**src/logic/cpuIsaPkg.sv**
```systemverilog
package cpuIsaPkg;

	localparam int wordBits    = 16;
	localparam int regIdxBits  = 3;
	localparam int memAddrBits = 8;

	typedef logic [wordBits-1:0]    word_t;
	typedef logic [regIdxBits-1:0]  regIdx_t;
	typedef logic [memAddrBits-1:0] memAddr_t; // low bits of a word

	localparam int numRegs   = 1 << regIdxBits;
	localparam int imemDepth = 256;
	localparam int dmemDepth = 256;

	// ----------------------------------------
	// major opcodes at instr[15:11]
	localparam logic [4:0] opAddiu = 5'b01001;
	localparam logic [4:0] opLi    = 5'b01101;
	localparam logic [4:0] opLw    = 5'b10011;
	localparam logic [4:0] opSw    = 5'b11011;
	localparam logic [4:0] opBeqz  = 5'b00100;
	localparam logic [4:0] opB     = 5'b00010;
	localparam logic [4:0] opRrr   = 5'b11100; // ADDU, SUBU
	localparam logic [4:0] opLogic = 5'b11101; // AND, OR, JR
	localparam logic [4:0] opNop   = 5'b00001;

	// ----------------------------------------
	// function fields
	localparam logic [1:0] fnAddu = 2'b01; // instr[1:0] under opRrr
	localparam logic [1:0] fnSubu = 2'b11;
	localparam logic [4:0] fnAnd  = 5'b01100; // instr[4:0] under opLogic
	localparam logic [4:0] fnOr   = 5'b01101;
	localparam logic [4:0] fnJr   = 5'b00000;

	// bubble word for reset and flushed slots
	localparam word_t nopWord = {opNop, 11'b0};

endpackage

```
**src/logic/cpuCtrlPkg.sv**
```systemverilog
package cpuCtrlPkg;

	// alu function carried from decode to execute
	typedef enum logic [2:0] {
		aluAdd,
		aluSub,
		aluAnd,
		aluOr,
		aluPassB // LI result is the immediate
	} aluOp_t;

	// ----------------------------------------
	// operand source for the execute stage
	typedef enum logic [1:0] {
		fwdNone,  // register file value from decode
		fwdExMem, // alu result one stage ahead
		fwdMemWb  // writeback value two stages ahead
	} fwdSel_t;

endpackage

```
**src/logic/instrDecoder.sv**
```systemverilog
module instrDecoder
	import cpuIsaPkg::*;
	import cpuCtrlPkg::*;
(
	input  word_t   instr,
	output aluOp_t  aluOp,
	output logic    immSel,
	output word_t   immValue,
	output logic    regWrite,
	output logic    memRead,
	output logic    memWrite,
	output logic    branch,
	output logic    branchAlways,
	output logic    jump,
	output logic    usesA,
	output logic    usesB,
	output regIdx_t srcA,
	output regIdx_t srcB,
	output regIdx_t destReg
);

	assign srcA = instr[10:8]; // rx
	assign srcB = instr[7:5];  // ry

	always_comb
	begin
		aluOp        = aluAdd;
		immSel       = 1'b0;
		immValue     = '0;
		regWrite     = 1'b0;
		memRead      = 1'b0;
		memWrite     = 1'b0;
		branch       = 1'b0;
		branchAlways = 1'b0;
		jump         = 1'b0;
		usesA        = 1'b0;
		usesB        = 1'b0;
		destReg      = instr[10:8];
		// NOP and unknown opcodes keep the defaults
		case (instr[15:11])
			opAddiu:
			begin
				immSel   = 1'b1;
				immValue = {{8{instr[7]}}, instr[7:0]};
				regWrite = 1'b1;
				usesA    = 1'b1;
			end
			opLi:
			begin
				aluOp    = aluPassB;
				immSel   = 1'b1;
				immValue = {8'b0, instr[7:0]}; // zero extended
				regWrite = 1'b1;
			end
			opLw:
			begin
				immSel   = 1'b1;
				immValue = {{11{instr[4]}}, instr[4:0]};
				regWrite = 1'b1;
				memRead  = 1'b1;
				usesA    = 1'b1;
				destReg  = instr[7:5]; // load lands in ry
			end
			opSw:
			begin
				immSel   = 1'b1;
				immValue = {{11{instr[4]}}, instr[4:0]};
				memWrite = 1'b1;
				usesA    = 1'b1;
				usesB    = 1'b1; // ry is the store data
			end
			opBeqz:
			begin
				immValue = {{8{instr[7]}}, instr[7:0]};
				branch   = 1'b1;
				usesA    = 1'b1;
			end
			opB:
			begin
				immValue     = {{5{instr[10]}}, instr[10:0]};
				branch       = 1'b1;
				branchAlways = 1'b1;
			end
			opRrr:
			begin
				destReg  = instr[4:2]; // rz
				usesA    = 1'b1;
				usesB    = 1'b1;
				regWrite = (instr[1:0] == fnAddu) || (instr[1:0] == fnSubu);
				if (instr[1:0] == fnSubu)
					aluOp = aluSub;
			end
			opLogic:
			begin
				case (instr[4:0])
					fnAnd:
					begin
						aluOp    = aluAnd;
						regWrite = 1'b1;
						usesA    = 1'b1;
						usesB    = 1'b1;
					end
					fnOr:
					begin
						aluOp    = aluOr;
						regWrite = 1'b1;
						usesA    = 1'b1;
						usesB    = 1'b1;
					end
					fnJr:
					begin
						jump  = 1'b1;
						usesA = 1'b1; // target comes from rx
					end
					default: jump = 1'b0;
				endcase
			end
		endcase
	end

endmodule

```
**config.mk**
```make
export PLATFORM = sky130hd
export DESIGN_NAME = instrDecoder
export DESIGN_NICKNAME = d
export VERILOG_FILES = /design/src/logic/cpuIsaPkg.sv /design/src/logic/cpuCtrlPkg.sv /design/src/logic/instrDecoder.sv
export SDC_FILE = /design/constraint.sdc
export NUM_CORES = 1
export LEC_CHECK = 0
export ABC_AREA = 1
export BUFFER_PORTS_ARGS = -buffer_cell sky130_fd_sc_hd__buf_2
export CAP_MARGIN = 30
export CELL_PAD_IN_SITES_DETAIL_PLACEMENT = 1
export CELL_PAD_IN_SITES_GLOBAL_PLACEMENT = 1
export CORE_MARGIN = 3
export CORE_UTILIZATION = 21
export DETAILED_ROUTE_END_ITERATION = 10
export PLACE_DENSITY_LB_ADDON = 0.2
export RECOVER_POWER = 100
export SYNTH_ARGS = -nofsm -noshare
export SYNTH_HDL_FRONTEND = slang
export SYNTH_SLANG_ARGS = --single-unit
```
**constraint.sdc**
```tcl
create_clock -name vclk -period 0.9
set_clock_uncertainty 0.1 [all_clocks]
set_input_delay 0.045 -clock vclk [all_inputs]
set_output_delay 0.045 -clock vclk [all_outputs]
set_load 0.005 [all_outputs]
```
==> results.json, run 1 <==
{
  "synth.largest_area_cell": "nand2_1",
  "violations": "negative setup slack",
  "vias": 977,
  "syn_to_final_growth_pct": 162,
  "routedWlPerCell_um": 16.5,
  "status": "finished, violations left",
  "drc": 0,
  "coreArea_mm2": 0.00232,
  "cts_hold_buf": 0,
  "max_cap_violations": 0,
  "required_ps": 750,
  "ys_warn_count": 0,
  "max_freq_mhz": 946,
  "hold_path.class": "in -> out",
  "finalHoldViolCount": 0,
  "cellPowerDensity_mw_per_mm2": 375,
  "slew_viol_final": 0,
  "final_area_mm2": 0.00141,
  "fin_crit_sh_pct": 117,
  "die_width_um": 56.6,
  "ir_drop_uv": 198,
  "die_h_um": 56.6,
  "place_congestion": 0.769,
  "antenna_cells": 0,
  "drt_iter0_markers": 20,
  "syn_area_um2": 538,
  "pin_count": 53,
  "fin_nets": 203,
  "grt_pass1_vias": 991,
  "syn_area_per_cell_um2": 4.48,
  "synth_top_area_share_pct": 20.2,
  "wl_um": 3510,
  "critical_path_class": "in -> out",
  "grt_pass1_wl_um": 4800,
  "first_pass_iters": 4,
  "fin_util_pct": 60.8,
  "avgViaCountPerCell": 4.59,
  "grt_overflow": 0,
  "syn-num-nets": 136,
  "synthCells": 120,
  "rsz0062_at_grt": "yes",
  "leakagePower_nw": 0.814,
  "numPortBuffers": 53,
  "initial_core_util_pct": 23.2,
  "fin_crit_ps": 1060,
  "fill_cells": 296,
  "die_area_mm2": 0.00321,
  "ant_nets": 0,
  "seqCellArea_um2": 0,
  "antenna_found_initial": 0,
  "startpoint_type": "input port",
  "arrival_ps": 910,
  "rows": 17,
  "n_clock_buffer": 0,
  "dpl.hpwl_um": 2080,
  "final_critical_path_setup_slack_ps": -157,
  "cp_max_fo": 6,
  "yosysSeqAreaShare_pct": 0,
  "synth.distinct_cells": 11,
  "track_usage_pct": 18.1,
  "layout-drive-gt1-share_pct": 68.6,
  "post_dp_cell_area_um2": 876,
  "end_kind": "output pin",
  "nFlopsAndLatches": 0,
  "grt_max_degree": 7,
  "synth_area_leaders": "nand2_1 (20%), inv_1 (20%), nor2_1 (20%)",
  "worst_slew_pin_slew_ps": 273,
  "setup_violations": 29,
  "relSlewSlack_pct": 81.7
}
==> layout make-up <==
class	instances	area, µm²	share of cell area (%)
Inverter	28	138	9.77
Tap cell	28	35.0	2.49
Multi-Input combinational cell	81	639	45.4
Timing Repair Buffer	76	597	42.4
==> critical path, cell delays in order <==
cell	delay [ps]
buf_12	100
inv_8	40
nor2_4	170
nand3_2	130
nand2_4	110
nand2_4	90
nand2_8	110
buf_6	100
==> stage by stage <==
step / instances / setup slack [ps] / total power (W) / TNS, ps / hold WS (ps)
after floorplan: 120 / 3.86 / 0.000148 / 0 / 60.7
after global placement: 206 / -197 / 0.000298 / -4280 / 197
after global routing: 213 / -225 / 0.000567 / -5010 / 217
after CTS: 210 / -79.8 / 0.000434 / -1380 / 193
after detailed placement: 206 / -261 / 0.000305 / -5400 / 191
final: 213 / -157 / 0.000528 / -3260 / 194
==> cell families after synthesis <==
| family | Yosys count | share of synthesized area [%] |
|---|---|---|
| buf+inv | 39 | 34.9 |
| simple gates | 78 | 62.3 |
| compound gates | 3 | 2.79 |
==> per-layer routing <==
metal | vias up | part of all wire (%) | track usage (%)
met1 | 465 | 39 | 23.3
li1 | 481 | - | -
met3 | 4 | 3.4 | 0.920
met2 | 27 | 56 | 33.8
met5 | - | 0 | 0
met4 | 0 | 1.2 | 1.36
==> where the power goes <==
part	total, W	switching, W	internal (W)
clock	0	0	0
combinational	0.000528	0.000276	0.000251
sequential	0	0	0
==> Yosys cell counts <==
library cell and instances:
nand3_1 15, nor2_4 2, nand4_1 2, o21ai_0 2, nor2_1 28, nor2_2 1
nor3_1 1, buf_4 11, a21oi_1 1, inv_1 28, nand2_1 29
==> worst paths after layout <==
check | start | end | slack (ps) | cells after the start
worst max-delay path | instr[14] | immValue[12] | -160 | 8
worst min-delay path | instr[5] | srcB[0] | 190 | 2
==> timing repair <==
item,CTS,global route
gates resized for setup,88,46
pin swaps,19,22
buffers inserted,5,4
setup endpoints to repair,30,29
hold endpoints to repair,0,0
==> placed cells by master (no fill, tap or decap), drive strengths merged <==
cell type,synthesis,routed
clkbuf,0,7
nand4,2,2
nand3,15,15
buf,11,69
a21oi,1,1
nand2,29,29
nor2,31,31
inv,28,28
nor3,1,1
o21ai,2,2
(Power assumes the default switching activity.)
==> inputs of run 2 (changes only) <==
CORE_MARGIN = default   (was 3)
==> results.json, run 2 (synthesized netlist as in run 1, its figures left out) <==
{
  "drc": 0,
  "worst_slew_pin_slew_ps": 239,
  "place_congestion": 0.834,
  "antenna_found_initial": 0,
  "grt_max_degree": 7,
  "ant_nets": 0,
  "met3_length_um": 104,
  "fin_crit_ps": 1050,
  "final_critical_path_setup_slack_ps": -148,
  "fin_crit_sh_pct": 116,
  "wl_met2_um": 1840,
  "rsz0062_at_grt": "yes",
  "wl_um": 3150,
  "cp_max_fo": 5,
  "fin_tns_setup_ps": -2150,
  "setup_violations": 28,
  "routedWlPerCell_um": 14.9,
  "cellPowerDensity_mw_per_mm2": 369,
  "cp_common_cell": "nor2_4",
  "relSlewSlack_pct": 84.0,
  "drt-met1-wl_um": 1120,
  "final_common_cell": "buf_2",
  "cts_hold_buf": 0,
  "die_h_um": 52.6,
  "status": "finished, violations left",
  "crit_path_top_delay_cell": "buf_6",
  "ir_drop_uv": 194,
  "dp_cells": 207,
  "routed.top_layer": "met4",
  "end_kind": "output pin",
  "n_clock_buffer": 0,
  "critical_path_class": "in -> out",
  "leakagePower_nw": 0.807,
  "arrival_ps": 900,
  "max_freq_mhz": 954,
  "seqCellArea_um2": 0,
  "avgViaCountPerCell": 4.64,
  "final_cell_mix": "buf_2 (36), nand2_1 (18), inv_1 (18)",
  "grt_pass1_vias": 869,
  "grt_overflow": 0,
  "finalHoldViolCount": 0,
  "pin_count": 53,
  "layoutNonFillerInstCount": 211,
  "initial_core_util_pct": 23.2,
  "startpoint_type": "input port",
  "power.total_w": 0.000503,
  "syn_to_final_growth_pct": 153,
  "track_usage_pct": 18.7,
  "layout-drive-gt1-share_pct": 68.3,
  "path_cells": "buf_12, nor2_4, nand3_4, buf_6, nor2_4, nor2_2, nand2_1, buf_2",
  "die_area_mm2": 0.00277,
  "required_ps": 750,
  "fin_util_pct": 58.7,
  "first_pass_iters": 2,
  "fin_nets": 201,
  "coreArea_mm2": 0.00232,
  "violations": "negative setup slack",
  "vias": 978,
  "post-place-ws_ps": -296,
  "die_width_um": 52.6,
  "hold_depth": 2,
  "grt_pass1_wl_um": 3940,
  "numPortBuffers": 53,
  "slowest_delay_ps": 150,
  "hold_path.class": "in -> out",
  "drt_iter0_markers": 6,
  "antenna_cells": 0,
  "dpl.hpwl_um": 1890,
  "slew_viol_final": 0,
  "nFlopsAndLatches": 0,
  "fill_cells": 294,
  "rows": 17,
  "max_cap_violations": 0
}
## run 2: cell types whose count changed in the layout (fill, tap and decap cells not counted), sizes merged
cell    delta
clkbuf     -2
## run 2: through the flow
stage	cell area, µm²	hold WS (ps)
finish	1360	200
global route	1360	216
CTS	1270	190
detailed placement	883	189
global placement	883	189
floorplan	538	60.7
## run 2: final timing paths
| path | startpoint | to | slack, ps |
|---|---|---|---|
| max | instr[11] | immValue[8] | -150 |
| min | instr[6] | srcB[1] | 200 |
## run 2: power by group
group          total, W  switching [W]  internal [W]
clock network         0              0             0
registers             0              0             0
logic          0.000503       0.000263      0.000239
## run 2: worst max-delay path, delay by kind of cell
family,cells,cell delay (ps)
buffers and inverters,3,410
and+or+nand+nor,5,440
## run 2: timing repair
item                       CTS  global route
buffers inserted             4             1
pin swaps                   21             8
gates resized for setup    105            21
setup endpoints to repair   31            29
## run 2: routing by layer
metal	vias to the layer above	global-route usage (%)
li1	478	-
met1	461	21.2
met2	33	39.2
met3	6	0.580
met4	0	0
met5	-	0
## run 2: area by class of cell
cell class	count	area [µm²]	area share (%)
Tap cell	28	35.0	2.57
Timing Repair Buffer	74	573	42.1
Multi-Input combinational cell	81	621	45.6
Inverter	28	133	9.74
