==> src/logic/cpuIsaPkg.sv <==
package cpuIsaPkg;

	localparam int wordBits    = 16;
	localparam int regIdxBits  = 3;
	localparam int memAddrBits = 8;

	typedef logic [wordBits-1:0]    word_t;
	typedef logic [regIdxBits-1:0]  regIdx_t;
	typedef logic [memAddrBits-1:0] memAddr_t; // low bits of a word

	localparam int numRegs   = 1 << regIdxBits;
	localparam int imemDepth = 256;
	localparam int dmemDepth = 256;

	// ----------------------------------------
	// major opcodes at instr[15:11]
	localparam logic [4:0] opAddiu = 5'b01001;
	localparam logic [4:0] opLi    = 5'b01101;
	localparam logic [4:0] opLw    = 5'b10011;
	localparam logic [4:0] opSw    = 5'b11011;
	localparam logic [4:0] opBeqz  = 5'b00100;
	localparam logic [4:0] opB     = 5'b00010;
	localparam logic [4:0] opRrr   = 5'b11100; // ADDU, SUBU
	localparam logic [4:0] opLogic = 5'b11101; // AND, OR, JR
	localparam logic [4:0] opNop   = 5'b00001;

	// ----------------------------------------
	// function fields
	localparam logic [1:0] fnAddu = 2'b01; // instr[1:0] under opRrr
	localparam logic [1:0] fnSubu = 2'b11;
	localparam logic [4:0] fnAnd  = 5'b01100; // instr[4:0] under opLogic
	localparam logic [4:0] fnOr   = 5'b01101;
	localparam logic [4:0] fnJr   = 5'b00000;

	// bubble word for reset and flushed slots
	localparam word_t nopWord = {opNop, 11'b0};

endpackage

==> src/logic/cpuCtrlPkg.sv <==
package cpuCtrlPkg;

	// alu function carried from decode to execute
	typedef enum logic [2:0] {
		aluAdd,
		aluSub,
		aluAnd,
		aluOr,
		aluPassB // LI result is the immediate
	} aluOp_t;

	// ----------------------------------------
	// operand source for the execute stage
	typedef enum logic [1:0] {
		fwdNone,  // register file value from decode
		fwdExMem, // alu result one stage ahead
		fwdMemWb  // writeback value two stages ahead
	} fwdSel_t;

endpackage

==> src/logic/executeStage.sv <==
module executeStage
	import cpuIsaPkg::*;
	import cpuCtrlPkg::*;
(
	input  word_t   pc,
	input  word_t   regA,
	input  word_t   regB,
	input  word_t   immValue,
	input  logic    immSel,
	input  aluOp_t  aluOp,
	input  fwdSel_t fwdA,
	input  fwdSel_t fwdB,
	input  word_t   memAluResult,
	input  word_t   wbData,
	output word_t   aluResult,
	output word_t   storeData,
	output word_t   branchTarget,
	output word_t   jumpTarget,
	output logic    zero
);

	word_t opA;
	word_t regBFwd;
	word_t opB;

	function automatic word_t fwdMux(fwdSel_t sel, word_t regVal, word_t exMem, word_t memWb);
		case (sel)
			fwdExMem: fwdMux = exMem;
			fwdMemWb: fwdMux = memWb;
			default:  fwdMux = regVal;
		endcase
	endfunction

	assign opA     = fwdMux(fwdA, regA, memAluResult, wbData);
	assign regBFwd = fwdMux(fwdB, regB, memAluResult, wbData);
	assign opB     = immSel ? immValue : regBFwd;

	always_comb
	begin
		case (aluOp)
			aluSub:   aluResult = opA - opB;
			aluAnd:   aluResult = opA & opB;
			aluOr:    aluResult = opA | opB;
			aluPassB: aluResult = opB;
			default:  aluResult = opA + opB;
		endcase
	end

	assign storeData    = regBFwd; // SW writes ry
	assign zero         = (opA == '0); // BEQZ tests rx
	assign branchTarget = pc + word_t'(1) + immValue;
	assign jumpTarget   = opA;

endmodule

==> config.mk <==
export PLATFORM = sky130hd
export DESIGN_NAME = executeStage
export DESIGN_NICKNAME = d
export VERILOG_FILES = /design/src/logic/cpuIsaPkg.sv /design/src/logic/cpuCtrlPkg.sv /design/src/logic/executeStage.sv
export SDC_FILE = /design/constraint.sdc
export NUM_CORES = 1
export LEC_CHECK = 0
export BUFFER_PORTS_ARGS = -buffer_cell sky130_fd_sc_hd__buf_2
export CAP_MARGIN = 25
export CORE_MARGIN = 3
export CORE_UTILIZATION = 45
export DETAILED_ROUTE_END_ITERATION = 6
export PLACE_DENSITY = 0.81
export RECOVER_POWER = 100
export SYNTH_ARGS = -nofsm -noshare
export SYNTH_HDL_FRONTEND = slang
export SYNTH_SLANG_ARGS = --single-unit
==> constraint.sdc <==
create_clock -name vclk -period 5.1
set_input_delay 1.02 -clock vclk [all_inputs]
set_output_delay 1.02 -clock vclk [all_outputs]
set_load 0.05 [all_outputs]
==> results.py, run 1 <==
metrics = {
    "finish": {
        "multiInputGateArea_um2": 3766,
        "n_antenna_cell": 0,
        "nClkBuffers": 0,
        "area_growth_pct": 68.54,
        "final-seq-area_um2": 0,
        "n_fill_cell": 558,
        "final_cell_mix": "buf_4, buf_2, clkbuf_1",
        "layout-drive-gt1-share": 0.4492,
        "layout.cells.non_filler": 896,
        "final_common_cell": "buf_4",
        "flops_and_latches": 0,
        "utilization": 0.8065,
        "layout.nets": 946,
    },
    "global_routing": {
        "antenna_found_initial": 0,
        "gr-total-overflow": 0,
        "grt_max_degree": 23,
        "grt_pass1_vias": 5280,
        "grt_first_pass_wirelength_mm": 24.98,
        "grt_use_total": 0.3425,
        "met2_usage": 0.6359,
        "grtUsageMet3": 0.03665,
        "top_usage_layer": "met2",
        "met1_usage": 0.4155,
    },
    "power_and_ir_drop": {
        "p_sw_mw": 0.9535,
        "power.density_nw_per_um2": 266.8,
        "pwr-share-comb": 1.000,
        "p_int_mw": 0.6490,
        "clock_power_share": 0,
        "pwr-share-seq": 0,
        "power_mw": 1.603,
        "vdd_drop_max_uv": 195.7,
        "leakagePower_nw": 2.838,
        "swShare": 0.5950,
    },
    "cts": {
        "holdBufCountCts": 0,
    },
    "placement": {
        "dp.cells": 881,
        "hpwl_mm": 12.99,
        "globalplace.congestion": 0.9968,
        "io_buffers": 169,
    },
    "floorplanning": {
        "io-pin-count": 169,
        "start_util": 0.4785,
        "row_count": 31,
        "dieWidth_um": 94.99,
        "dieArea_um2": 9022,
        "design.core.area_um2": 7447,
        "dieHeight_um": 94.99,
    },
    "setup_path": {
        "slowest_delay_ns": 0.44,
        "cp.required_ns": 4.08,
        "slowest_stage": "o31ai_2",
        "critPathLaunchType": "input port",
        "cp_cell_sequence": "buf_12 > inv_8 > ha_4 > buf_8 > and2b_2 > o31ai_2 > o21ai_2 > xor2_1 > ha_1 > o211a_1 > o31a_1 > o2111a_1 > o41ai_2 > buf_4 > xor2_2 > o32ai_1 > a21o_2 > buf_6",
        "worst-path-buf-inv": 5,
        "crit_path_end_kind": "output pin",
        "worst_ep_arrival_time_ns": 4.57,
        "cp_max_fo": 10,
        "critical-path-top-delay-family": "compound AO/OA/AOI/OAI gates",
        "crit_type": "in2out",
    },
    "route": {
        "vias": 5362,
        "postRouteAntennaNets": 0,
        "drt_iter0_drc": 310,
        "drc_errors": 0,
        "via_per_inst": 5.984,
        "first_pass_iters": 5,
        "wl_per_cell_um": 18.53,
        "routed_wl_mm": 16.60,
    },
    "sta": {
        "hold_violations": 0,
        "fmax_mhz": 178.9,
        "worst_slack_ns": -0.4890,
        "maxSlewHeadroom": 0.4516,
        "tightestPinTransition_ns": 0.8172,
        "min_period_ns": 5.589,
        "rsz0062_at_grt": "yes",
        "hold-worst-slack_ns": 2.553,
        "finalSetupViolCount": 11,
        "period_share": 1.096,
        "drv_slew": 0,
        "tns_ns": -3.247,
    },
    "synthesis": {
        "synth.distinct_cells": 75,
        "yosys_warnings": 0,
        "synth_cells": 519,
        "avgSynthCellArea_um2": 6.866,
        "synth_fp_nets": 666,
        "seq_area_frac_synth": 0,
        "synthesis.area_um2": 3563,
    },
    "outcome": {
        "violations": "negative setup slack",
        "status": "finished, violations left",
    },
    "run": {
        "drv_cap": 0,
    },
    "hold_path": {
        "hold_end": "storeData[13]",
        "holdPathStages": 4,
        "hp-class": "in2out",
        "hold_start": "regB[13]",
    },
}
[through the flow]
step,area (um2),worst slack [ns]
2_1_floorplan,3786,-0.2026
3_3_place_gp,5510,-0.5524
3_5_place_dp,5510,-0.6069
4_1_cts,5886,-0.3441
5_1_grt,6006,-0.6206
6_report,6006,-0.4890
[cells in the mapped netlist (all sizes together), types with 5 or more instances]
cell / instances / area [um2]
maj3: 14 / 141.4
mux2: 6 / 67.56
o22ai: 8 / 56.30
nor2: 43 / 163.9
buf: 13 / 97.58
or3: 5 / 31.28
xnor2: 21 / 183.9
o31ai: 5 / 65.06
o21ai: 52 / 264.0
a22oi: 27 / 207.7
inv: 31 / 116.4
xor2: 15 / 131.4
and2: 5 / 31.28
a221oi: 9 / 131.4
ha: 41 / 513.0
a31oi: 5 / 31.28
and3: 5 / 31.28
a21oi: 41 / 209.0
nor3b: 6 / 45.04
nand2b: 7 / 43.79
nor3: 11 / 55.05
clkbuf: 16 / 60.06
nand2: 48 / 182.7
a21o: 6 / 45.04
nor2b: 10 / 62.56
[power by group through the flow]
stage | sequential [mW] | combinational [mW] | clock, mW
3_5_place_dp | 0 | 1.37 | 0
5_1_grt | 0 | 1.69 | 0
4_1_cts | 0 | 1.51 | 0
6_report | 0 | 1.60 | 0
2_1_floorplan | 0 | 0.934 | 0
3_3_place_gp | 0 | 1.35 | 0
[cell families (layout without fill, tap and decap cells)]
kind of cell,after synthesis,count (layout),synth area share
compound gates,194,194,0.3852
xor+xnor,36,36,0.08849
fa+ha+maj,57,57,0.1949
simple gates,163,163,0.2272
mux,9,9,0.02739
buf+inv,60,338,0.07689
[final cells by class]
type               count  area share
repair buffers       307      0.3317
inverters             31     0.02063
well taps             99     0.02063
multi-input cells    459      0.6271
[worst max path at each step]
stage	from	to	slack [ns]	cells after the start
2_1_floorplan	fwdB[1]	aluResult[12]	-0.20	16
3_3_place_gp	fwdB[0]	aluResult[12]	-0.55	17
3_5_place_dp	fwdB[0]	aluResult[12]	-0.61	19
4_1_cts	fwdB[0]	aluResult[14]	-0.34	20
5_1_grt	fwdB[0]	aluResult[14]	-0.62	19
6_report	fwdB[0]	aluResult[12]	-0.49	18
[routing by layer]
layer / wire, um / vias to the layer above
li1: - / 2498
met1: 6661 / 2537
met2: 8256 / 268
met3: 1140 / 59
met4: 542 / 0
met5: 0 / -
[timing repair]
| action | in CTS | in global routing |
|---|---|---|
| buffers inserted | 13 | 2 |
| pin swaps | 22 | 15 |
| resized for setup | 78 | 35 |
| endpoints found under the setup margin | 12 | 13 |
[worst min-delay path, stage by stage]
cell	delay, ns
buf_2	0.10
nand2_1	0.05
o21ai_1	0.07
clkbuf_1	0.29
No activity file was read; power rests on OpenSTA's default activity.
==> inputs of run 2 (changes only) <==
==> constraint.sdc (replaced) <==
create_clock -name vclk -period 5.1
set_input_delay 1.02 -clock vclk [all_inputs]
set_output_delay 1.02 -clock vclk [all_outputs]
set_load 0.1 [all_outputs]
==> run 2 against run 1 <==
The flow still finishes with violations (negative setup slack). Via count grew 11%. Combinational power rose by 38%. Die area did not move. Non-clock buffer count increased by 5. Routed wire length grew 20%. Largest cell class unchanged. Largest power group unchanged.
==> results.py, run 2 (same netlist as run 1, synthesis figures left out) <==
metrics = {
    "finish": {
        "final_common_cell": "buf_4",
        "layout.cells.non_filler": 901,
        "layout.nets": 951,
        "final_cell_mix": "buf_4, buf_2, nand2_1",
        "n_antenna_cell": 0,
        "nClkBuffers": 0,
        "utilization": 0.8762,
        "area_growth_pct": 83.11,
        "finalInstanceArea_um2": 6525,
        "flops_and_latches": 0,
        "layout-drive-gt1-share": 0.5062,
        "multiInputGateArea_um2": 4089,
        "final-seq-area_um2": 0,
        "n_fill_cell": 407,
    },
    "global_routing": {
        "antenna_found_initial": 0,
        "gr-total-overflow": 0,
        "grt_use_total": 0.3586,
        "grt_pass1_vias": 5277,
        "grt_max_degree": 25,
        "grt_first_pass_wirelength_mm": 25.83,
    },
    "hold_path": {
        "hp-class": "in2out",
    },
    "sta": {
        "hold_violations": 0,
        "min_period_ns": 5.778,
        "hold-worst-slack_ns": 2.669,
        "maxSlewHeadroom": 0.1824,
        "worst_slack_ns": -0.6775,
        "period_share": 1.133,
        "finalSetupViolCount": 12,
        "tightestPinTransition_ns": 1.232,
        "fmax_mhz": 173.1,
        "drv_slew": 0,
        "rsz0062_at_grt": "yes",
    },
    "cts": {
        "holdBufCountCts": 0,
    },
    "route": {
        "drc_errors": 0,
        "via_per_inst": 6.635,
        "drt_iter0_drc": 630,
        "wl_per_cell_um": 22.02,
        "vias": 5978,
        "routed_wl_mm": 19.84,
        "postRouteAntennaNets": 0,
        "first_pass_iters": 6,
    },
    "placement": {
        "dp.cells": 868,
        "pre_cts_slack_ns": -0.7028,
        "hpwl_mm": 13.55,
        "globalplace.congestion": 0.9811,
        "place_area_um2": 5782,
        "io_buffers": 169,
    },
    "floorplanning": {
        "dieArea_um2": 9022,
        "dieWidth_um": 94.99,
        "start_util": 0.4785,
        "io-pin-count": 169,
        "row_count": 31,
        "design.core.area_um2": 7447,
        "dieHeight_um": 94.99,
    },
    "setup_path": {
        "cp.required_ns": 4.08,
        "setup.worst_path.end": "aluResult[12]",
        "critPathLaunch": "fwdB[0]",
        "slowest_stage": "a221oi_4",
        "critPathLaunchType": "input port",
        "crit_cells": 19,
        "slowest_delay_ns": 0.41,
        "crit_type": "in2out",
        "critical-path-top-delay-family": "compound AO/OA/AOI/OAI gates",
        "worst-path-buf-inv": 6,
        "cp_max_fo": 5,
        "worst_ep_arrival_time_ns": 4.76,
        "crit_path_end_kind": "output pin",
        "cp_cell_sequence": "buf_8 > inv_8 > ha_4 > buf_12 > a221oi_4 > o22ai_4 > o31ai_4 > buf_4 > buf_4 > a31oi_4 > xnor2_2 > ha_4 > a21oi_4 > o21ai_2 > o41ai_4 > xor2_1 > o32ai_2 > a21o_4 > buf_12",
    },
    "power_and_ir_drop": {
        "leakagePower_nw": 2.986,
        "power.density_nw_per_um2": 337.7,
        "vdd_drop_max_uv": 249.5,
    },
    "run": {
        "drv_cap": 0,
    },
    "outcome": {
        "status": "finished, violations left",
        "violations": "negative setup slack",
    },
}
run 2: changes by cell type in the layout (fill, tap and decap cells not counted), sizes merged:
cell	previous run	this run
clkbuf	52	50
buf	255	262
clkinvlp	0	1
inv	31	30
run 2: where the power goes:
group	total, mW	internal, mW	switching (mW)
Sequential	0	0	0
Clock	0	0	0
Combinational	2.20	0.775	1.43
Total	2.20	0.775	1.43
run 2: worst min-delay path by stage:
stage                     cells past startpoint            end  startpoint  slack [ns]
after floorplan                               2   storeData[8]     regB[8]        2.33
after CTS                                     4  storeData[14]    regB[14]        2.55
after global placement                        4  storeData[14]    regB[14]        2.54
after global routing                          4   aluResult[5]    aluOp[1]        2.67
after detailed placement                      4  storeData[14]    regB[14]        2.54
final                                         4   aluResult[5]    aluOp[1]        2.67
run 2: timing repair:
action                                  CTS  global route
buffers inserted                         12            21
pin swaps                                23            37
endpoints found under the setup margin   12            13
resized for setup                        54            66
run 2: stage by stage:
stage                     power [mW]  setup TNS [ns]
after global placement         1.870          -4.594
final                          2.203          -5.100
after global routing           2.278          -6.285
after detailed placement       1.893          -5.276
after floorplan                1.356          -3.430
after CTS                      1.984          -3.256
run 2: area by class of cell:
cell class	count	area share
repair buffers	312	0.3348
well taps	99	0.01898
multi-input cells	459	0.6267
inverters	31	0.01956
run 2: layer usage:
metal  track usage  part of all wire
met1        0.4487              0.36
met2        0.6412              0.47
met3       0.03347              0.11
met4        0.1154             0.062
met5             0                 0
