`config.mk`:
```
export PLATFORM = sky130hd
export DESIGN_NAME = regFile
export DESIGN_NICKNAME = d
export VERILOG_FILES = /design/src/logic/cpuIsaPkg.sv /design/src/logic/regFile.sv
export SDC_FILE = /design/constraint.sdc
export NUM_CORES = 1
export LEC_CHECK = 0
export BUFFER_PORTS_ARGS = -buffer_cell sky130_fd_sc_hd__clkbuf_2
export CORE_ASPECT_RATIO = 2
export CORE_MARGIN = 2
export CORE_UTILIZATION = 60
export CTS_CLUSTER_SIZE = 8
export DETAILED_ROUTE_END_ITERATION = 6
export PLACE_DENSITY_LB_ADDON = 0.1
export SYNTH_ARGS = -nofsm -noshare
export SYNTH_HDL_FRONTEND = slang
export SYNTH_SLANG_ARGS = --single-unit
```
`constraint.sdc`:
```
create_clock -name CLK -period 5.8 [get_ports CLK]
set_input_delay 0.87 -clock CLK [delete_from_list [all_inputs] [get_ports CLK]]
set_output_delay 0.87 -clock CLK [all_outputs]
set_load 0.05 [all_outputs]
```
`src/logic/cpuIsaPkg.sv`:
```
package cpuIsaPkg;

	localparam int wordBits    = 16;
	localparam int regIdxBits  = 3;
	localparam int memAddrBits = 8;

	typedef logic [wordBits-1:0]    word_t;
	typedef logic [regIdxBits-1:0]  regIdx_t;
	typedef logic [memAddrBits-1:0] memAddr_t; // low bits of a word

	localparam int numRegs   = 1 << regIdxBits;
	localparam int imemDepth = 256;
	localparam int dmemDepth = 256;

	// ----------------------------------------
	// major opcodes at instr[15:11]
	localparam logic [4:0] opAddiu = 5'b01001;
	localparam logic [4:0] opLi    = 5'b01101;
	localparam logic [4:0] opLw    = 5'b10011;
	localparam logic [4:0] opSw    = 5'b11011;
	localparam logic [4:0] opBeqz  = 5'b00100;
	localparam logic [4:0] opB     = 5'b00010;
	localparam logic [4:0] opRrr   = 5'b11100; // ADDU, SUBU
	localparam logic [4:0] opLogic = 5'b11101; // AND, OR, JR
	localparam logic [4:0] opNop   = 5'b00001;

	// ----------------------------------------
	// function fields
	localparam logic [1:0] fnAddu = 2'b01; // instr[1:0] under opRrr
	localparam logic [1:0] fnSubu = 2'b11;
	localparam logic [4:0] fnAnd  = 5'b01100; // instr[4:0] under opLogic
	localparam logic [4:0] fnOr   = 5'b01101;
	localparam logic [4:0] fnJr   = 5'b00000;

	// bubble word for reset and flushed slots
	localparam word_t nopWord = {opNop, 11'b0};

endpackage

```
`src/logic/regFile.sv`:
```
module regFile
	import cpuIsaPkg::*;
(
	input  logic    CLK,
	input  logic    RST,
	input  regIdx_t readAddrA,
	input  regIdx_t readAddrB,
	output word_t   readDataA,
	output word_t   readDataB,
	input  logic    writeEnable,
	input  regIdx_t writeAddr,
	input  word_t   writeData
);

	word_t regs [numRegs];

	always_ff @(posedge CLK or negedge RST)
	begin
		if (!RST)
		begin
			for (int i = 0; i < numRegs; i++)
				regs[i] <= '0;
		end
		else if (writeEnable)
			regs[writeAddr] <= writeData;
	end

	// write-through, decode sees the value retiring this cycle
	assign readDataA = (writeEnable && writeAddr == readAddrA) ? writeData : regs[readAddrA];
	assign readDataB = (writeEnable && writeAddr == readAddrB) ? writeData : regs[readAddrB];

endmodule

```
==> results of run 1 <==
## stage by stage
| step | cell area, sq um | utilization | instances |
|---|---|---|---|
| finish | 8460 | 0.694 | 655 |
| global route | 8460 | 0.694 | 655 |
| CTS | 8460 | 0.694 | 655 |
| detailed placement | 7840 | 0.642 | 623 |
| global placement | 7840 | 0.642 | 623 |
| floorplan | 7530 | - | 452 |
## final cells by class
cell class,instances,area share
well taps,147,0.0217
multi-input cells,274,0.477
clock buffers,20,0.0552
repair buffers,74,0.0485
clock inverters,12,0.0185
flip-flops and latches,128,0.379
## where the power goes
part | leakage, nW | internal, mW | switching (mW)
Clock | 0.295 | 0.712 | 0.399
Combinational | 1.92 | 0.484 | 0.482
Sequential | 1.54 | 1.09 | 0.137
Total | 3.75 | 2.29 | 1.02
## layer usage
layer	wire (um)	part of all wire	global-route usage	vias to the layer above
met4	578	0.034	0.123	0
met5	0	0	0	-
met3	667	0.039	0.0456	37
li1	-	-	-	1909
met1	6510	0.38	0.320	2393
met2	9310	0.55	0.471	134
## cell families after synthesis
group / count (synthesis) / share of synthesized area
buf+inv: 50 / 0.0389
xor+xnor: 6 / 0.00698
mux: 256 / 0.516
flops: 128 / 0.425
simple gates: 12 / 0.0133
## worst max-delay path: stages
cell      delay (ps)
clkbuf_2         680
xnor2_1          200
nand4_1          530
buf_4            430
mux2_4           310
clkbuf_2         240
## worst paths after layout
kind,end,slack [ps]
worst max-delay path,readDataA[13],1640
worst min-delay path,regs[34],510
worst max register to register,regs[77],4990
worst min register to register,regs[34],510
max in group asynchronous,regs[93],4020
min in group asynchronous,regs[94],650
## placed cells by master (no fill, tap or decap)
master	Yosys	layout
mux2_2	181	181
dfrtp_1	128	128
mux4_1	64	64
clkbuf_2	0	58
clkbuf_16	0	17
buf_4	4	16
mux2_4	11	11
xnor2_1	6	6
clkinvlp_4	0	4
nand4_1	3	3
nand4b_1	3	3
clkbuf_8	0	3
bufinv_16	0	3
nor3_2	2	2
nor3b_2	2	2
inv_6	0	2
clkinv_2	0	2
nand2_1	1	1
nand2b_1	1	1
clkinv_4	0	1
==> impl_metrics.yaml, run 1 <==
synthesis:
  dominantRegCellSynth: "dfrtp_1"
  synth_area_leaders: "dfrtp_1 43%, mux2_2 27%, mux4_1 22%"
  synth_cells: 452
  yosysMostFrequentCell: "mux2_2"
  synth_top_area_frac: 0.425
  synth_cell_type_count: 16
  syn-cell-area_sq_um: 7530
  yosysWarningCount: 0
  ys_ff_latch: 128
  synth.net_count: 480
  synth_area_leader_cell: "dfrtp_1"
  synth_edf_count: 0
  avgSynthCellArea_sq_um: 16.7
  synth_commonest_cells: "181 x mux2_2, 128 x dfrtp_1, 64 x mux4_1, 16 x buf_1, 12 x buf_2"
  synthArstFlopShare: 1.00
  seq_area_frac_synth: 0.425
critical_path:
  cp-start-kind: "input port"
  crit_required_ps: 4930
  path_max_fanout: 26
  ff2ff_path_depth: 1
  cp.arrival_ps: 3290
  r2r-start: "regs[77]"
  path_class: "input port to output pin"
  worstSetupStartpoint: "readAddrA[0]"
  end_kind: "output pin"
power_and_ir_drop:
  ir_drop_uv: 324
  power_mw: 3.31
  p_per_area_nw_per_um2: 391
  p_leak_nw: 3.75
drt:
  drt_iter0_drc: 233
  routedWlPerCell_um: 26.1
  drt_first_pass_iters: 5
  routed_wl_um: 17100
  vias: 4473
  drcViolationCount: 0
  drtAntennaViolNets: 0
  viasPerCell: 6.83
die:
  ios: 60
  fp.coreArea_sq_um: 12200
  start_util: 0.618
  die_h_um: 162
  die_w_um: 83.2
  rows: 57
  dieArea_sq_um: 13500
sta:
  grt_setup_unrepaired: "no"
  slew_headroom: 0.281
  setup_slack_ps: 1640
  max_freq_mhz: 241
  hold_slack_ps: 513
  period_minus_slack_ps: 4160
  finalSetupViolations: 0
  skew_ps: 0
  slew_violations: 0
  setup_tns_ps: 0
  hold_violations: 0
  worst_pin_slew_ps: 1080
  min_period_over_period: 0.716
finish:
  nFillCells: 808
  reg.largest.list: "regs x128"
  nNetsFinal: 523
  diodes: 0
  largest_reg_flops: 128
  drive_above_1_share: 0.594
  multiInputGateArea_sq_um: 4040
  syn_to_final_growth_pct: 12.3
  seq_area_sq_um: 3200
  top_register: "regs"
clock_tree:
  cts.sinks: 128
  cts_buffer_depth: 2
  cts-buffers-inserted: 17
  cts_resized: 0
  clkTransAtPathRegs_ps: 60
  cts_hold_buf: 0
  clkLatencyLatePin_ps: 410
  cts_tree: "yes"
  post_cts_buffers: 0
  cts_root_buf: "clkbuf_16"
  htreeDepth: 4
grt:
  gr-total-overflow: 0
  groute.usage.overall: 0.268
  grt_max_degree: 87
  antenna_found_initial: 0
  first_global_vias: 4903
  grt_pass1_wl_um: 27300
min_path:
  hold_class: "register to register"
  min_path_cells: 1
  hp-start: "regs[34]"
place:
  place_hpwl_um: 10800
  place_ws_ps: 1630
  port_buffers: 59
  place_congestion: 0.750
run_status:
  status: "finished, final reports clean"
flow_run:
  drv_cap: 0
Power figures use the tool's default switching activity.
==> inputs of run 2 (changes only) <==
clock period = 4.2 ns   (was 5.8 ns; I/O delays follow)
==> impl_metrics.yaml, run 2 (synthesis gave the netlist of run 1 again) <==
place:
  place_congestion: 0.770
  place_hpwl_um: 11200
  port_buffers: 59
  placed_cells: 628
grt:
  first_global_vias: 4889
  met2_usage: 0.479
  antenna_found_initial: 0
  gr-total-overflow: 0
  grt_pass1_wl_um: 27400
  grtUsageMet3: 0.0471
  groute.usage.overall: 0.270
  top_usage_layer: "met2"
  grt_max_degree: 85
  use_met1: 0.322
critical_path:
  end_kind: "output pin"
  cp.arrival_ps: 2820
  path_max_fanout: 16
  crit_slowest_cell: "mux4_1"
  slowest_delay_ps: 590
  cp-start-kind: "input port"
  path_class: "input port to output pin"
  path_cells: "clkbuf_2, buf_4, mux4_1, mux2_2, mux2_2, clkbuf_2"
  crit_required_ps: 3570
  worst-path-buf-inv: 3
  critPathTopFamily: "multiplexers"
finish:
  largest_reg_flops: 128
  syn_to_final_growth_pct: 13.8
  nNetsFinal: 528
  top_register: "regs"
  final_common_cell: "mux2_2"
  stdcell_count: 660
  reg.largest.list: "regs x128"
  drive_above_1_share: 0.596
  final_cell_mix: "181 x mux2_2, 128 x dfrtp_1, 64 x mux4_1"
  diodes: 0
power_and_ir_drop:
  p_leak_nw: 3.81
  ir_drop_uv: 374
  p_per_area_nw_per_um2: 553
flow_run:
  drv_cap: 0
min_path:
  hold_class: "input port to asynchronous set/reset pin"
drt:
  drcViolationCount: 0
  drtAntennaViolNets: 0
  routedWlPerCell_um: 26.3
  viasPerCell: 6.64
  vias: 4385
  routed_wl_um: 17400
  drt_first_pass_iters: 4
  drt_iter0_drc: 207
sta:
  min_period_over_period: 0.822
  skew_ps: 0
  finalSetupViolations: 0
  period_minus_slack_ps: 3450
  max_freq_mhz: 290
  hold_violations: 0
  slew_headroom: 0.272
  slew_violations: 0
  worst_pin_slew_ps: 1090
  grt_setup_unrepaired: "no"
  setup_tns_ps: 0
clock_tree:
  htreeDepth: 4
  cts_buffer_depth: 2
  cts.sinks: 128
  cts_root_buf: "clkbuf_16"
  cts_hold_buf: 0
  post_cts_buffers: 0
  cts_resized: 0
  cts_tree: "yes"
  clkTransAtPathRegs_ps: 60
  clkLatencyLatePin_ps: 400
  cts-buffers-inserted: 17
die:
  dieArea_sq_um: 13500
  die_w_um: 83.2
  start_util: 0.618
  ios: 60
  fp.coreArea_sq_um: 12200
  die_h_um: 162
  rows: 57
run_status:
  status: "finished, final reports clean"
==> run 2: path summary, 6_finish.rpt <==
check | end | slack (ps) | cells past startpoint | from
worst max-delay path | readDataA[6] | 750 | 6 | readAddrA[0]
worst min-delay path | regs[30] | 430 | 1 | RST
worst max register to register | regs[43] | 3390 | 1 | regs[43]
worst min register to register | regs[114] | 520 | 1 | regs[114]
max in group asynchronous | regs[6] | 2930 | 2 | RST
min in group CLK | regs[114] | 520 | 1 | regs[114]
==> run 2: per-layer routing <==
| metal | vias to the layer above | routed length [um] |
|---|---|---|
| li1 | 1912 | - |
| met1 | 2295 | 6870 |
| met2 | 137 | 9260 |
| met3 | 41 | 721 |
| met4 | 0 | 508 |
| met5 | - | 0 |
==> run 2: report_power, final <==
part	total, mW	switching (mW)	leakage, nW	internal [mW]
registers	1.70	0.189	1.54	1.51
clock network	1.70	0.552	0.323	1.15
logic	1.34	0.669	1.95	0.673
==> run 2: stage by stage <==
| step | util | hold WS, ps | cell area (sq um) | worst slack, ps | power, mW |
|---|---|---|---|---|---|
| final | 0.703 | 429 | 8570 | 747 | 4.74 |
| after detailed placement | 0.647 | 507 | 7890 | 778 | 3.06 |
| after CTS | 0.703 | 474 | 8570 | 758 | 4.77 |
| after floorplan | - | 334 | 7530 | 1480 | 2.75 |
| after global placement | 0.647 | 494 | 7890 | 767 | 3.00 |
| after global routing | 0.703 | 527 | 8570 | 690 | 4.93 |
==> run 2: layout make-up <==
type / instances / area (sq um)
fill: 813 / 3620
sequential: 128 / 3200
clock inverter: 12 / 229
multi-input combinational: 274 / 4040
tap: 147 / 184
clock buffer: 20 / 457
timing repair buffer: 79 / 460
==> inputs of run 3 (changes only) <==
ABC_AREA = 1   (was unset)
clock period = 3.5 ns   (was 4.2 ns; I/O delays follow)
==> impl_metrics.yaml, run 3 <==
run_status:
  status: "finished, final reports clean"
grt:
  grt_max_degree: 70
  antenna_found_initial: 0
  grt_pass1_wl_um: 38900
  gr-total-overflow: 0
  first_global_vias: 7791
  groute.usage.overall: 0.358
min_path:
  hold_class: "input port to asynchronous set/reset pin"
finish:
  nNetsFinal: 1249
  nFillCells: 1116
  drive_above_1_share: 0.101
  top_register: "regs"
  multiInputGateArea_sq_um: 3610
  final_common_cell: "nand2_1"
  stdcell_count: 1383
  diodes: 0
  seq_area_sq_um: 3200
  reg.largest.list: "regs x128"
  syn_to_final_growth_pct: 14.2
  final_cell_mix: "475 x nand2_1, 223 x nand3_1, 145 x inv_1"
  largest_reg_flops: 128
die:
  die_w_um: 84.3
  start_util: 0.613
  dieArea_sq_um: 13900
  ios: 60
  rows: 58
  fp.coreArea_sq_um: 12600
  die_h_um: 165
synthesis:
  synth_commonest_cells: "475 x nand2_1, 223 x nand3_1, 147 x inv_1, 128 x dfrtp_1, 128 x o21ai_0"
  synth_cell_type_count: 18
  synth_top_area_frac: 0.414
  synth_edf_count: 0
  avgSynthCellArea_sq_um: 6.47
  dominantRegCellSynth: "dfrtp_1"
  yosysMostFrequentCell: "nand2_1"
  yosysWarningCount: 0
  synth_area_leaders: "dfrtp_1 41%, nand2_1 23%, nand3_1 14%"
  ys_ff_latch: 128
  seq_area_frac_synth: 0.414
  synthArstFlopShare: 1.00
  synth_cells: 1198
  synth.net_count: 1226
  synth_area_leader_cell: "dfrtp_1"
  syn-cell-area_sq_um: 7750
sta:
  hold_slack_ps: 66.0
  setup_tns_ps: 0
  worst_pin_slew_ps: 1240
  hold_violations: 0
  slew_headroom: 0.175
  skew_ps: 0
  finalSetupViolations: 0
  max_freq_mhz: 378
  period_minus_slack_ps: 2650
  setup_slack_ps: 851
  grt_setup_unrepaired: "no"
  slew_violations: 0
  min_period_over_period: 0.757
drt:
  routed_wl_um: 24200
  drtAntennaViolNets: 0
  drt_iter0_drc: 692
  viasPerCell: 5.83
  drcViolationCount: 0
  routedWlPerCell_um: 17.5
  drt_first_pass_iters: 6
  vias: 8065
clock_tree:
  cts_resized: 0
  clkTransAtPathRegs_ps: 60
  cts_root_buf: "clkbuf_16"
  cts.sinks: 128
  cts_tree: "yes"
  cts_buffer_depth: 2
  post_cts_buffers: 0
  clkLatencyLatePin_ps: 420
  cts_hold_buf: 0
  htreeDepth: 4
  cts-buffers-inserted: 17
place:
  place_congestion: 0.876
  place_ws_ps: 853
  port_buffers: 59
  placed_cells: 1352
  place_hpwl_um: 15000
critical_path:
  crit_required_ps: 2970
  path_cells: "clkbuf_2, buf_4, nand2_1, nand2_1, nand2_1, nand3_1, nand3_1, nand2_1, clkbuf_2"
  worst-path-buf-inv: 3
  end_kind: "output pin"
  slowest_delay_ps: 620
  path_max_fanout: 64
  cp.arrival_ps: 2120
  critPathTopFamily: "buffers and inverters"
  crit_slowest_cell: "buf_4"
  cp-start-kind: "input port"
  crit_top_cell: "nand2_1"
  path_class: "input port to output pin"
power_and_ir_drop:
  ir_drop_uv: 428
  p_leak_nw: 4.82
  p_per_area_nw_per_um2: 589
  power_mw: 5.21
flow_run:
  drv_cap: 0
## run 3: changes by cell type in the layout (fill, tap and decap cells not counted), sizes merged, moves of 12 or more
| cell | change |
|---|---|
| nand3 | +223 |
| o21ai | +128 |
| mux2 | -192 |
| inv | +152 |
| mux4 | -64 |
| clkbuf | -12 |
| nand2 | +476 |
## run 3: kinds of logic after synthesis
group | Yosys count | share of synthesized area
AO/OA/AOI/OAI | 128 | 0.0827
buffers and inverters | 231 | 0.121
flip-flops | 128 | 0.414
AND/OR/NAND/NOR | 711 | 0.383
## run 3: final cells by class
class | count | area share
clock inverter | 13 | 0.0212
timing repair buffer | 80 | 0.0713
multi-input combinational | 839 | 0.408
tap | 150 | 0.0212
clock buffer | 18 | 0.0496
sequential | 128 | 0.362
inverter | 155 | 0.0663
## run 3: where the power goes
group	internal [mW]	switching (mW)	leakage, nW	total [mW]
Sequential	1.76	0.140	1.60	1.90
Clock	1.21	0.694	0.298	1.90
Combinational	0.450	0.956	2.92	1.41
Total	3.42	1.79	4.82	5.21
## run 3: final timing paths
kind | start | end | slack (ps) | cells past startpoint
worst max-delay path | readAddrA[0] | readDataA[14] | 850 | 9
worst min-delay path | RST | regs[18] | 70 | 1
worst max register to register | regs[83] | regs[83] | 2740 | 2
worst min register to register | regs[114] | regs[114] | 480 | 2
max in group asynchronous | RST | regs[100] | 2640 | 2
min in group CLK | writeData[3] | regs[3] | 370 | 3
## run 3: metal layers
metal  share of wire  global-route usage  vias to the layer above  wire length [um]
met2            0.48               0.601                      453             11600
met5               0                   0                        -                 0
li1                -                   -                     3791                 -
met1            0.37               0.424                     3689              8950
met4           0.061               0.227                        0              1470
met3           0.088              0.0600                      132              2140
## run 3: worst reg2reg max path, cell delays in order (launching register included)
cell     delay (ps)
dfrtp_1         400
nand2_1          70
o21ai_0         120
## run 3: per-stage QoR
stage / util / cell area [sq um]
2_1_floorplan: - / 7750
3_3_place_gp: 0.651 / 8220
3_5_place_dp: 0.651 / 8220
4_1_cts: 0.701 / 8850
5_1_grt: 0.701 / 8850
6_report: 0.701 / 8850
